<file path="src/include/adc_rx_config.svh">
// widths and reset values for the ADC receive core; FIFO depth must stay a power of two
`ifndef ADC_RX_CONFIG_SVH
`define ADC_RX_CONFIG_SVH

// bits per ADC sample, one bit slot per ADC_CLK in a frame
`define ADC_RX_SAMPLE_BITS 14

// output FIFO depth in 32-bit words
`define ADC_RX_FIFO_DEPTH 16

// register reset values
`define ADC_RX_MODE_RESET  3'b000 // single, ext trigger, start with sync
`define ADC_RX_COUNT_RESET 24'd0  // 0 = record until reset
`define ADC_RX_SKIP_RESET  8'd1   // keep every sample
`define ADC_RX_DELAY_RESET 8'd0

// lost counter stops here
`define ADC_RX_LOST_MAX 8'hff

`endif

</file>
<file path="src/adc_rx_pkg.sv">
// data-path types; the output word layout only adds up to 32 bits for 14-bit samples
`include "adc_rx_config.svh"

package adc_rx_pkg;

    // one captured sample with the sync level seen at frame end
    typedef struct packed {
        logic                            sync;
        logic [`ADC_RX_SAMPLE_BITS-1:0]  code;
    } adc_sample_t;

    // output word, MSB first
    typedef struct packed {
        logic                            header;
        logic [1:0]                      id;
        logic                            sync;    // sync of earlier sample in paired mode
        logic [`ADC_RX_SAMPLE_BITS-1:0]  code_hi; // earlier sample, zero in single mode
        logic [`ADC_RX_SAMPLE_BITS-1:0]  code_lo; // later sample
    } adc_word_t;

    // sample gate states
    typedef enum logic [1:0] {
        IDLE      = 2'd0,
        WAIT_SYNC = 2'd1, // armed, waiting for sync rising edge
        RECORD    = 2'd2,
        DONE      = 2'd3
    } gate_state_e;

endpackage

</file>
<file path="src/adc_rx_reg_pkg.sv">
// register map types; addresses not listed here are ignored on write and read as zero
package adc_rx_reg_pkg;

    // byte register addresses
    typedef enum logic [3:0] {
        RESET   = 4'd0,  // write: soft reset
        START   = 4'd1,  // write: start, read: done
        MODE    = 4'd2,
        CNT_HI  = 4'd3,
        CNT_MID = 4'd4,
        CNT_LO  = 4'd5,
        SKIP    = 4'd6,
        DELAY   = 4'd7,
        LOST    = 4'd15  // read only
    } reg_addr_e;

    // configuration seen by the data path
    typedef struct packed {
        logic        start_with_sync;
        logic        ext_trig_en;  // stored only
        logic        single_data;
        logic [23:0] count;        // 0 means no limit
        logic [7:0]  skip;
        logic [7:0]  delay;
    } rx_cfg_t;

    // MODE register bit positions
    localparam int MODE_SYNC_BIT   = 0;
    localparam int MODE_TRIG_BIT   = 1;
    localparam int MODE_SINGLE_BIT = 2;

endpackage

</file>
<file path="src/adc_frame_deser.sv">
// assumes fco rises together with the MSB on adc_in; runs free without fco
`timescale 1ns/100ps
`include "adc_rx_config.svh"

module adc_frame_deser (
    input  logic                   ADC_CLK,
    input  logic                   RST,
    input  logic                   adc_in,
    input  logic                   fco,
    output logic                   sample_stb,
    output adc_rx_pkg::adc_sample_t sample,
    input  logic                   sync_in
);

    localparam int BITS = `ADC_RX_SAMPLE_BITS;

    logic            in_buf;  // input register
    logic [BITS-1:0] shifter;
    logic            fco_q;
    logic            fco_q2;
    logic [3:0]      slot;
    logic            fco_rise;
    logic            last_slot;

    assign fco_rise  = fco_q & ~fco_q2;
    assign last_slot = (slot == 4'(BITS - 1));

    // data path, no reset
    always_ff @(posedge ADC_CLK) begin
        in_buf  <= adc_in;
        shifter <= {shifter[BITS-2:0], in_buf}; // MSB first
        if (last_slot) begin
            sample.code <= shifter;
            sample.sync <= sync_in;
        end
    end

    always_ff @(posedge ADC_CLK) begin
        if (RST) begin
            fco_q      <= 1'b0;
            fco_q2     <= 1'b0;
            slot       <= '0;
            sample_stb <= 1'b0;
        end else begin
            fco_q  <= fco;
            fco_q2 <= fco_q;
            if (fco_rise || last_slot)
                slot <= '0; // realign on frame edge
            else
                slot <= slot + 4'd1;
            sample_stb <= last_slot;
        end
    end

endmodule

</file>
<file path="src/adc_sample_gate.sv">
// start restarts a recording from any state; skip of 0 behaves like 256
`timescale 1ns/100ps

module adc_sample_gate (
    input  logic                        ADC_CLK,
    input  logic                        RST,
    input  logic                        soft_rst,
    input  logic                        start,
    input  logic                        sync_in,
    input  adc_rx_reg_pkg::rx_cfg_t     cfg,
    input  logic                        sample_stb,
    input  adc_rx_pkg::adc_sample_t     sample,
    output logic                        keep_stb,
    output adc_rx_pkg::adc_sample_t     keep_sample,
    output logic                        done
);

    adc_rx_pkg::gate_state_e state;

    logic        sync_q;
    logic        sync_rise;
    logic [7:0]  phase;     // position inside the skip period
    logic [7:0]  skip_last;
    logic        selected;
    logic [23:0] rec_cnt;
    logic [23:0] rec_cnt_nxt;
    logic        last_one;

    assign sync_rise   = sync_in & ~sync_q;
    assign skip_last   = cfg.skip - 8'd1;
    assign selected    = sample_stb && (phase == cfg.delay);
    assign rec_cnt_nxt = rec_cnt + 24'd1;
    assign last_one    = (cfg.count != 24'd0) && (rec_cnt_nxt == cfg.count);

    // kept samples go out on the strobe cycle
    assign keep_stb    = (state == adc_rx_pkg::RECORD) && selected;
    assign keep_sample = sample;
    assign done        = (state == adc_rx_pkg::DONE);

    always_ff @(posedge ADC_CLK) begin
        if (RST || soft_rst) begin
            sync_q <= 1'b0;
            phase  <= '0;
        end else begin
            sync_q <= sync_in;
            if (sync_rise)
                phase <= '0; // sync realigns decimation
            else if (sample_stb)
                phase <= (phase == skip_last) ? 8'd0 : phase + 8'd1;
        end
    end

    always_ff @(posedge ADC_CLK) begin
        if (RST || soft_rst) begin
            state   <= adc_rx_pkg::IDLE;
            rec_cnt <= '0;
        end else if (start) begin
            rec_cnt <= '0;
            state   <= cfg.start_with_sync ? adc_rx_pkg::WAIT_SYNC : adc_rx_pkg::RECORD;
        end else begin
            case (state)
                adc_rx_pkg::WAIT_SYNC: begin
                    if (sync_rise)
                        state <= adc_rx_pkg::RECORD;
                end
                adc_rx_pkg::RECORD: begin
                    if (selected) begin
                        rec_cnt <= rec_cnt_nxt;
                        if (last_one)
                            state <= adc_rx_pkg::DONE;
                    end
                end
                default: begin
                    state <= state; // IDLE and DONE wait for start
                end
            endcase
        end
    end

endmodule

</file>
<file path="src/adc_word_packer.sv">
// paired mode drops an odd last sample; a start clears the pending half
`timescale 1ns/100ps

module adc_word_packer #(
    parameter logic [1:0] adc_id    = 2'd0,
    parameter logic [0:0] header_id = 1'b0
) (
    input  logic                        ADC_CLK,
    input  logic                        RST,
    input  logic                        soft_rst,
    input  logic                        start,
    input  adc_rx_reg_pkg::rx_cfg_t     cfg,
    input  logic                        keep_stb,
    input  adc_rx_pkg::adc_sample_t     keep_sample,
    output logic                        word_stb,
    output adc_rx_pkg::adc_word_t       word
);

    adc_rx_pkg::adc_sample_t prev;  // first half of a pair
    logic                    pair_phase;
    logic                    emit;

    // single: every sample, paired: every second one
    assign emit = keep_stb && (cfg.single_data || pair_phase);

    always_ff @(posedge ADC_CLK) begin
        if (RST || soft_rst || start) begin
            pair_phase <= 1'b0;
            word_stb   <= 1'b0;
        end else begin
            if (keep_stb && !cfg.single_data)
                pair_phase <= ~pair_phase;
            word_stb <= emit;
        end
    end

    always_ff @(posedge ADC_CLK) begin
        if (keep_stb)
            prev <= keep_sample;
        if (emit) begin
            word.header  <= header_id;
            word.id      <= adc_id;
            word.code_lo <= keep_sample.code;
            if (cfg.single_data) begin
                word.sync    <= keep_sample.sync;
                word.code_hi <= '0;
            end else begin
                word.sync    <= prev.sync; // flag of earlier sample
                word.code_hi <= prev.code;
            end
        end
    end

endmodule

</file>
<file path="src/adc_rx_fifo.sv">
// words arriving while full are dropped and counted; no write while full even if read
`timescale 1ns/100ps
`include "adc_rx_config.svh"

module adc_rx_fifo (
    input  logic                  ADC_CLK,
    input  logic                  RST,
    input  logic                  soft_rst,
    input  logic                  word_stb,
    input  adc_rx_pkg::adc_word_t word,
    output logic                  out_valid,
    input  logic                  out_ready,
    output adc_rx_pkg::adc_word_t out_data,
    output logic [7:0]            lost_cnt
);

    localparam int DEPTH = `ADC_RX_FIFO_DEPTH;
    localparam int AW    = $clog2(DEPTH);

    adc_rx_pkg::adc_word_t mem [DEPTH];

    logic [AW-1:0] wr_ptr;
    logic [AW-1:0] rd_ptr;
    logic [AW:0]   used;  // occupancy
    logic          full;
    logic          wr_en;
    logic          rd_en;

    assign full      = (used == (AW+1)'(DEPTH));
    assign wr_en     = word_stb && !full;
    assign rd_en     = out_valid && out_ready;
    assign out_valid = (used != '0);
    assign out_data  = mem[rd_ptr];

    always_ff @(posedge ADC_CLK) begin
        if (wr_en)
            mem[wr_ptr] <= word;
    end

    always_ff @(posedge ADC_CLK) begin
        if (RST || soft_rst) begin
            wr_ptr <= '0;
            rd_ptr <= '0;
            used   <= '0;
        end else begin
            if (wr_en)
                wr_ptr <= wr_ptr + 1'b1;
            if (rd_en)
                rd_ptr <= rd_ptr + 1'b1;
            case ({wr_en, rd_en})
                2'b10:   used <= used + 1'b1;
                2'b01:   used <= used - 1'b1;
                default: used <= used;
            endcase
        end
    end

    // saturating loss counter
    always_ff @(posedge ADC_CLK) begin
        if (RST || soft_rst)
            lost_cnt <= '0;
        else if (word_stb && full && lost_cnt != `ADC_RX_LOST_MAX)
            lost_cnt <= lost_cnt + 8'd1;
    end

endmodule

</file>
<file path="src/adc_rx_regs.sv">
// start and soft reset are strobes on the write cycle; this block ignores soft reset
`timescale 1ns/100ps
`include "adc_rx_config.svh"

module adc_rx_regs (
    input  logic                      ADC_CLK,
    input  logic                      RST,
    input  logic                      reg_wr,
    input  logic                      reg_rd,
    input  adc_rx_reg_pkg::reg_addr_e reg_addr,
    input  logic [7:0]                reg_wdata,
    output logic [7:0]                reg_rdata,
    output adc_rx_reg_pkg::rx_cfg_t   cfg,
    output logic                      start,
    output logic                      soft_rst,
    input  logic                      done,
    input  logic [7:0]                lost_cnt
);

    logic [2:0] mode_bits;

    assign start    = reg_wr && (reg_addr == adc_rx_reg_pkg::START);
    assign soft_rst = reg_wr && (reg_addr == adc_rx_reg_pkg::RESET);

    assign mode_bits = {cfg.single_data, cfg.ext_trig_en, cfg.start_with_sync};

    always_ff @(posedge ADC_CLK) begin
        if (RST) begin
            {cfg.single_data, cfg.ext_trig_en, cfg.start_with_sync} <= `ADC_RX_MODE_RESET;
            cfg.count <= `ADC_RX_COUNT_RESET;
            cfg.skip  <= `ADC_RX_SKIP_RESET;
            cfg.delay <= `ADC_RX_DELAY_RESET;
        end else if (reg_wr) begin
            case (reg_addr)
                adc_rx_reg_pkg::MODE: begin
                    cfg.start_with_sync <= reg_wdata[adc_rx_reg_pkg::MODE_SYNC_BIT];
                    cfg.ext_trig_en     <= reg_wdata[adc_rx_reg_pkg::MODE_TRIG_BIT];
                    cfg.single_data     <= reg_wdata[adc_rx_reg_pkg::MODE_SINGLE_BIT];
                end
                adc_rx_reg_pkg::CNT_HI:  cfg.count[23:16] <= reg_wdata;
                adc_rx_reg_pkg::CNT_MID: cfg.count[15:8]  <= reg_wdata;
                adc_rx_reg_pkg::CNT_LO:  cfg.count[7:0]   <= reg_wdata;
                adc_rx_reg_pkg::SKIP:    cfg.skip         <= reg_wdata;
                adc_rx_reg_pkg::DELAY:   cfg.delay        <= reg_wdata;
                default: begin
                    cfg <= cfg; // strobes and read-only
                end
            endcase
        end
    end

    // readback one cycle after reg_rd
    always_ff @(posedge ADC_CLK) begin
        if (reg_rd) begin
            case (reg_addr)
                adc_rx_reg_pkg::START:   reg_rdata <= {7'd0, done};
                adc_rx_reg_pkg::MODE:    reg_rdata <= {5'd0, mode_bits};
                adc_rx_reg_pkg::CNT_HI:  reg_rdata <= cfg.count[23:16];
                adc_rx_reg_pkg::CNT_MID: reg_rdata <= cfg.count[15:8];
                adc_rx_reg_pkg::CNT_LO:  reg_rdata <= cfg.count[7:0];
                adc_rx_reg_pkg::SKIP:    reg_rdata <= cfg.skip;
                adc_rx_reg_pkg::DELAY:   reg_rdata <= cfg.delay;
                adc_rx_reg_pkg::LOST:    reg_rdata <= lost_cnt;
                default:                 reg_rdata <= 8'd0;
            endcase
        end
    end

endmodule

</file>
<file path="src/adc_rx_core.sv">
// one ADC channel on a single ADC_CLK domain; data path never stalls, overflow is counted
`timescale 1ns/100ps

module adc_rx_core #(
    parameter logic [1:0] adc_id    = 2'd0,
    parameter logic [0:0] header_id = 1'b0
) (
    input  logic                      ADC_CLK,
    input  logic                      RST,
    input  logic                      adc_in,
    input  logic                      fco,
    input  logic                      adc_sync,
    input  logic                      reg_wr,
    input  logic                      reg_rd,
    input  adc_rx_reg_pkg::reg_addr_e reg_addr,
    input  logic [7:0]                reg_wdata,
    output logic [7:0]                reg_rdata,
    output logic                      out_valid,
    input  logic                      out_ready,
    output adc_rx_pkg::adc_word_t     out_data,
    output logic                      lost_error
);

    adc_rx_reg_pkg::rx_cfg_t  cfg;
    adc_rx_pkg::adc_sample_t  sample;
    adc_rx_pkg::adc_sample_t  keep_sample;
    adc_rx_pkg::adc_word_t    word;

    logic       start;
    logic       soft_rst;
    logic       done;
    logic [7:0] lost_cnt;
    logic       sample_stb;
    logic       keep_stb;
    logic       word_stb;

    assign lost_error = (lost_cnt != 8'd0);

    adc_rx_regs regs_i (
        .ADC_CLK, .RST, .reg_wr, .reg_rd, .reg_addr, .reg_wdata, .reg_rdata,
        .cfg, .start, .soft_rst, .done, .lost_cnt
    );

    adc_frame_deser deser_i (
        .ADC_CLK, .RST, .adc_in, .fco, .sample_stb, .sample, .sync_in(adc_sync)
    );

    adc_sample_gate gate_i (
        .ADC_CLK, .RST, .soft_rst, .start, .sync_in(adc_sync), .cfg,
        .sample_stb, .sample, .keep_stb, .keep_sample, .done
    );

    adc_word_packer #(.adc_id(adc_id), .header_id(header_id)) packer_i (
        .ADC_CLK, .RST, .soft_rst, .start, .cfg, .keep_stb, .keep_sample,
        .word_stb, .word
    );

    adc_rx_fifo fifo_i (
        .ADC_CLK, .RST, .soft_rst, .word_stb, .word,
        .out_valid, .out_ready, .out_data, .lost_cnt
    );

endmodule

</file>
<file path="config.mk">
export PLATFORM = sky130hd
export DESIGN_NAME = adc_rx_core
export DESIGN_NICKNAME = d
export VERILOG_FILES = /design/src/adc_rx_pkg.sv /design/src/adc_rx_reg_pkg.sv /design/src/adc_frame_deser.sv /design/src/adc_sample_gate.sv /design/src/adc_word_packer.sv /design/src/adc_rx_fifo.sv /design/src/adc_rx_regs.sv /design/src/adc_rx_core.sv
export VERILOG_INCLUDE_DIRS = /design/src /design/src/include
export SDC_FILE = /design/constraint.sdc
export NUM_CORES = 1
export LEC_CHECK = 0
export BUFFER_PORTS_ARGS = -buffer_cell sky130_fd_sc_hd__buf_4
export CORE_MARGIN = 1.5
export CORE_UTILIZATION = 62
export CTS_BUF_LIST = sky130_fd_sc_hd__clkbuf_16
export CTS_CLUSTER_SIZE = 28
export DETAILED_ROUTE_END_ITERATION = 8
export PLACE_DENSITY = 0.8
export SKIP_LAST_GASP = 1
export SLEW_MARGIN = 25
export SYNTH_ARGS = -nofsm -noshare
export SYNTH_HDL_FRONTEND = slang
export SYNTH_SLANG_ARGS = --single-unit
</file>
<file path="constraint.sdc">
create_clock -name ADC_CLK -period 4.49 [get_ports ADC_CLK]
set_clock_uncertainty 0.15 [all_clocks]
set_input_delay 0.449 -clock ADC_CLK [delete_from_list [all_inputs] [get_ports ADC_CLK]]
set_output_delay 0.449 -clock ADC_CLK [all_outputs]
set_load 0.005 [all_outputs]
</file>
; After elaboration in Yosys (flattened, before gate mapping)
; Memory sizes are Yosys's and may differ from the RTL's. A register that Yosys moved wholly into a read port is not among the register bits.
; Cells that the tools add are included.
[classes]
addsub = 9
mul = 0
div = 0
n_lt_le_gt_ge = 0
n_eq_ne = 22
shift = 0
muxes = 14
bitwise_logic = 5
reduce_logical = 34
[op_table]
columns = op, n
row1 = 8-bit case mux with 8 select lines, 1
row2 = "24-bit by 1-bit adder with 24-bit output, second input constant", 1
row3 = 24-bit == test, 1
row4 = 24-bit nonzero test, 1
row5 = "8-bit by 1-bit adder with 8-bit output, second input constant", 2
row6 = "4-bit by 3-bit == test with 1-bit output, second input constant", 4
row7 = 8-bit == test, 2
row8 = 15-bit two-way mux, 1
row9 = 2-bit AND reduction, 7
row10 = "4-bit by 1-bit adder with 4-bit output, second input constant", 3
row11 = 1-bit logical AND, 11
row12 = 2-bit two-way mux, 5
row13 = 5-bit case mux with 2 select lines, 1
row14 = "3-bit by 1-bit inequality test with 1-bit output, second input constant", 3
row15 = "4-bit by 2-bit == test with 1-bit output, second input constant", 2
row16 = "4-bit == test, second input constant", 2
row17 = 4-bit two-way mux, 2
row18 = 8-bit two-way mux, 1
row19 = "8-bit inequality test, second input constant", 1
row20 = 8-bit nonzero test, 1
row21 = "8-bit by 1-bit subtractor with 8-bit output, second input constant", 1
row22 = "2-bit == test, second input constant", 3
row23 = 2-bit OR reduction, 3
row24 = "5-bit by 1-bit adder with 5-bit output, second input constant", 1
row25 = other kinds (15), 24
[totals]
reg_bits = 190
latchBits = 0
ramBits = 464
mem_bits_ro = 0
inputBits = 20
output_inout_bits = 42
wordCells = 117
mem_count = 1
[mem_list]
columns = name, words, word_bits, rd, rd_clocked_by_memory_dff, write_ports, line_no
row1 = fifo_i.mem, 16, 29, 1, 1, 1, adc_rx_fifo.sv:20  ; adc_rx_pkg::adc_word_t mem [DEPTH];

; Depth between registers and ports, before layout
[depth]
ltp_word = 7
depth_mapped = 13

; Modules after synthesis
; A second synthesis with hierarchy kept.
[hier_totals]
cells_unflattened = 1719
hier_area_um2 = 28330.9
[by_module_without_submodules]
columns = mod, instances, cells_each, area_per_inst_um2, seq_area_each_um2
row1 = adc_rx_fifo, 1, 960, 20489.7, 15875.2
row2 = adc_sample_gate, 1, 352, 2817.7, 700.7
row3 = adc_rx_regs, 1, 280, 2448.6, 1101.1
row4 = adc_word_packer, 1, 71, 1559.0, 1361.3
row5 = adc_frame_deser, 1, 53, 999.7, 890.9
row6 = adc_rx_core, 1, 3, 16.3, 0.0

; Worst setup path before layout
; Ideal clock, no wire load.
[synth_path]
path_kind = register to register
startpoint = register fifo_i.used[0]
endpoint = memory fifo_i.mem[3][0] in the netlist's numbering, enable pin
setup_ns = 0.451
t_arrival_ns = 3.130
required_time_ns = 3.889
slack_ns = 0.759
path_stages_with_launch = 5
period_less_slack_ns = 3.731
path_cell_list = dfxtp_1 > nor4_1 > a21boi_1 > nand2_1 > nor3_1
[synth_between]
elab_chain_cells = 5
[synth_rtl]
columns = item, line_no
row1 = from (decl), adc_rx_fifo.sv:24  ; logic [AW:0] used;
row2 = from (signal assigned), adc_rx_fifo.sv:51  ; 2'b10: used <= used + 1'b1;
row3 = from (signal assigned), adc_rx_fifo.sv:52  ; 2'b01: used <= used - 1'b1;
row4 = from (signal assigned), adc_rx_fifo.sv:53  ; default: used <= used;
row5 = 5-bit == test, adc_rx_fifo.sv:29  ; assign full = (used == (AW+1)'(DEPTH));
row6 = 1-bit zero test, adc_rx_fifo.sv:30  ; assign wr_en = word_stb && !full;
row7 = 1-bit logical AND, adc_rx_fifo.sv:30
row8 = 1-bit two-way mux, adc_rx_fifo.sv:36  ; if (wr_en)
row9 = 1-bit two-way mux (not written as such), adc_rx_fifo.sv:37  ; mem[wr_ptr] <= word;
row10 = to (decl), adc_rx_fifo.sv:20
; No other way between the ends.

==> insert_results.sql <==
INSERT INTO impl_metrics (metric_group, metric, value, unit) VALUES
('logic_synthesis', 'synth_async_sr_flop_share', '0', '%'),
('worst_hold_path', 'hold_path.class', 'input pin to flop', ''),
('power', 'clk_network_pwr_share', '43.9', '%'),
('routing', 'detail_route.wl_per_cell', '27.5', 'µm'),
('routing', 'drt_pass1_iterations', '5', ''),
('setup_path', 'kind_of_critical_path', 'flop to output port', ''),
('routing', 'detailroute.via_count', '14500', ''),
('routing', 'route.detailed.drc', '0', ''),
('final_layout', 'final_cell_area', '0.0295', 'mm²'),
('setup_path', 'data_required_critical_path', '3.89', 'ns'),
('placement', 'finalWeightedCongestion', '0.943', ''),
('clocking', 'cts.sinks', '658', ''),
('routing', 'first_iter_violations', '1846', ''),
('timing', 'rsz0062_at_grt', 'no', ''),
('clocking', 'cts_tree', 'yes', ''),
('clocking', 'postCtsHoldBufs', '5', ''),
('die', 'io_pins', '62', ''),
('setup_path', 'crit_arrival', '3.09', 'ns'),
('logic_synthesis', 'synth_sequential_area_ratio', '70.6', '%'),
('power', 'vdd_drop_max', '269', 'µV'),
('die', 'die_h', '208', 'µm'),
('power', 'p_comb_share', '1.7', '%'),
('timing', 'slew_of_the_pin_with_the_lowest_slew_margin', '0.935', 'ns'),
('setup_path', 'critPathLaunchType', 'flop', ''),
('clocking', 'clock_pin_slew_on_the_worst_setup_and_hold_paths', '0.06', 'ns'),
('logic_synthesis', 'synth_ff_type', 'edfxtp_1', ''),
('setup_path', 'cp-end-kind', 'output port', ''),
('die', 'number_of_placement_rows', '75', ''),
('timing', 'relSlewSlack', '37.5', '%'),
('die', 'initial_core_util', '62.7', '%'),
('final_layout', 'area_delta_synth_final', '12.7', '%'),
('final_layout', 'utilization', '70.6', '%'),
('timing', 'setup_violations', '0', ''),
('logic_synthesis', 'ys_seq_elements', '658', ''),
('setup_path', 'critPathMaxFanout', '26', ''),
('global_route', 'antenna_found_initial', '0', ''),
('logic_synthesis', 'synth_warn', '0', ''),
('logic_synthesis', 'yosys.area.top_type', 'edfxtp_1', ''),
('power', 'static-leakage-power', '9.48', 'nW'),
('logic_synthesis', 'synth_top_cell_area_share', '60.9', '%'),
('die', 'die-area', '0.0435', 'mm²'),
('placement', 'dpl_cell_area', '0.0274', 'mm²'),
('timing', 'fin_tns_setup', '0', 'ns'),
('final_layout', 'n_antenna_cell', '0', ''),
('placement', 'hpwl', '33300', 'µm'),
('final_layout', 'final_layout_size_suffix_gt1_share', '22.4', '%'),
('clocking', 'clock_tree.htree_level_count', '3', ''),
('global_route', 'global_route_wire_length_before_repair', '92400', 'µm'),
('logic_synthesis', 'synth_enable_flop_cells', '531', ''),
('global_route', 'grt_pass1_vias', '14800', ''),
('power', 'powerDensity', '409', 'mW/mm²'),
('global_route', 'grt_start_max_net_pins', '50', ''),
('logic_synthesis', 'netlist_top_cells_area', 'edfxtp_1 (61%), mux4_2 (12%), dfxtp_1 (9.7%)', ''),
('clocking', 'clock_latency', '0.59', 'ns'),
('clocking', 'clockBufferDepth', '3', ''),
('logic_synthesis', 'yosys.cell_types.count', '72', ''),
('timing', 'period_needed', '3.69', 'ns'),
('clocking', 'postCtsSetupRepairBufs', '0', ''),
('timing', 'max_freq', '271', 'MHz'),
('routing', 'postRouteAntennaNets', '0', ''),
('clocking', 'postCtsResizedCells', '0', ''),
('final_layout', 'filler_cell_count', '2467', ''),
('routing', 'postRouteWirelength', '61000', 'µm'),
('logic_synthesis', 'synthesis.area', '0.0262', 'mm²'),
('power', 'sequentialPowerShare', '54.3', '%'),
('power', 'p_sw_share', '20.1', '%'),
('timing', 'holdWs', '0.0163', 'ns'),
('placement', 'port_buffers', '58', ''),
('die', 'die_width', '208', 'µm'),
('logic_synthesis', 'postSynthAreaPerCell', '17.0', 'µm²'),
('clocking', 'numCtsBuffers', '66', ''),
('final_layout', 'nNetsFinal', '1669', ''),
('routing', 'routed_via_density', '6.54', ''),
('timing', 'timing.final.hold_violations', '0', ''),
('clocking', 'cts.root.buffer_cell', 'clkbuf_16', ''),
('flow_run', 'drv.max_cap_violation_count', '0', ''),
('global_route', 'global_route.overflow_total', '0', ''),
('timing', 'fin_crit_sh', '82.2', '%'),
('global_route', 'globalRouteTotalUtil', '28.9', '%'),
('power', 'p_sw', '0.00243', 'W'),
('timing', 'slew_violations', '0', ''),
('status', 'outcome', 'finished, final reports clean', ''),
('logic_synthesis', 'syn-instance-count', '1542', ''),
('die', 'fp.coreArea', '0.0418', 'mm²'),
('power', 'p_int', '0.00963', 'W');
==> routing by layer <==
layer | up-vias | global-route usage [%] | share of wire (%)
met4 | 0 | 9.74 | 2.8
met2 | 763 | 49.9 | 52
li1 | 6193 | - | -
met5 | - | 0 | 0
met1 | 7429 | 37.6 | 37
met3 | 131 | 4.89 | 8.3
==> final cells by class <==
| cell class | count | area [µm²] | area share [%] |
|---|---|---|---|
| clock buffer | 69 | 1730 | 5.85 |
| clock inverter | 50 | 348 | 1.18 |
| inverter | 28 | 105 | 0.356 |
| multi-input combinational | 779 | 7350 | 24.9 |
| sequential | 658 | 18500 | 62.7 |
| tap | 539 | 674 | 2.29 |
| timing repair buffer | 96 | 791 | 2.68 |
==> critical path, cell delays in order, from the launching register on <==
cell and delay (ns):
dfxtp_4 0.72, buf_4 0.49, mux4_2 0.59, mux4_2 0.52, buf_4 0.16
==> cell usage in the layout (no fill, tap or decap), drive strengths merged, types with 5 or more instances in the layout <==
master	netlist	layout
mux2i	13	13
a22oi	14	14
nand3b	5	5
ha	19	19
a31oi	6	6
and2	6	6
xnor2	47	47
dfxtp	127	127
a22o	5	5
nor2	91	91
nand2	93	93
edfxtp	531	531
or4	6	6
buf	22	91
or3	14	14
nor3	22	22
nand3	57	57
nand4	15	15
inv	28	46
mux4	145	145
and3	7	7
dlygate4sd3	0	5
o21ai	18	18
nand2b	7	7
clkinv	0	27
clkbuf	57	69
xor2	36	36
nor4	15	15
nor2b	19	19
and4	5	5
a21oi	60	60
==> registers in the layout (all words and copies together), names as in the netlist, 5 cells and up, named ones only <==
register          cells
deser_i.sample       15
deser_i.shifter      14
fifo_i.lost_cnt       8
fifo_i.mem          464
fifo_i.used           5
gate_i.phase          8
gate_i.rec_cnt       24
packer_i.prev        15
packer_i.word        29
regs_i.cfg           43
regs_i.reg_rdata      8
==> cells by family after synthesis <==
kind of cell | count (synthesis) | synth area share (%)
buffers and inverters | 107 | 1.75
and+or+nand+nor | 374 | 7.34
xor gates and xnor gates | 83 | 2.78
AOI/OAI and AO/OA | 137 | 3.35
other | 1 | 0.0143
DFF | 658 | 70.6
adders and majority gates | 20 | 0.985
muxes | 162 | 13.1
==> Yosys cell counts, types with 4 or more instances <==
| library cell | instances |
|---|---|
| edfxtp_1 | 531 |
| mux4_2 | 145 |
| dfxtp_1 | 127 |
| nand2_1 | 93 |
| nor2_1 | 91 |
| a21oi_1 | 60 |
| clkbuf_1 | 54 |
| nand3_1 | 54 |
| xnor2_1 | 47 |
| xor2_1 | 36 |
| inv_1 | 28 |
| nor3_1 | 22 |
| ha_1 | 19 |
| nor2b_1 | 19 |
| o21ai_0 | 18 |
| a22oi_1 | 14 |
| nand4_1 | 14 |
| or3_1 | 14 |
| mux2i_1 | 13 |
| buf_1 | 12 |
| nor4_1 | 10 |
| buf_4 | 7 |
| nand2b_1 | 7 |
| a31oi_1 | 6 |
| and2_1 | 6 |
| and3_1 | 6 |
| a22o_1 | 5 |
| nand3b_1 | 5 |
| mux2_2 | 4 |
| nor3b_1 | 4 |
==> path summary, 6_finish.rpt <==
path | startpoint | end | slack, ns | cells past startpoint
worst max-delay path | flop | out_data[7] | 0.80 | 4
worst min-delay path | reg_rd | regs_i.reg_rdata[2]$_DFFE_PP_ | 0.02 | 1
worst max register to register | gate_i.rec_cnt[0]$_SDFFE_PP0P_ | gate_i.state[1]$_SDFFE_PP0P_ | 1.26 | 9
worst min register to register | deser_i.in_buf$_DFF_P_ | deser_i.shifter[0]$_DFF_P_ | 0.18 | 0
==> per-stage QoR <==
step,cells,power [W],setup slack (ns)
floorplan,1544,0.00681,0.759
global placement,2094,0.00687,1.40
detailed placement,2095,0.00688,1.30
CTS,2219,0.0121,0.733
global route,2219,0.0124,0.643
finish,2219,0.0121,0.799
==> power groups by stage <==
stage                     combinational (W)  clock (W)  sequential, W
after floorplan                    0.000141          0        0.00667
after global placement             0.000196          0        0.00668
after detailed placement           0.000200          0        0.00668
after CTS                          0.000205    0.00536        0.00655
after global routing               0.000229    0.00558        0.00655
final                              0.000209    0.00530        0.00655
Note: power is estimated with default switching activity, not from simulation.
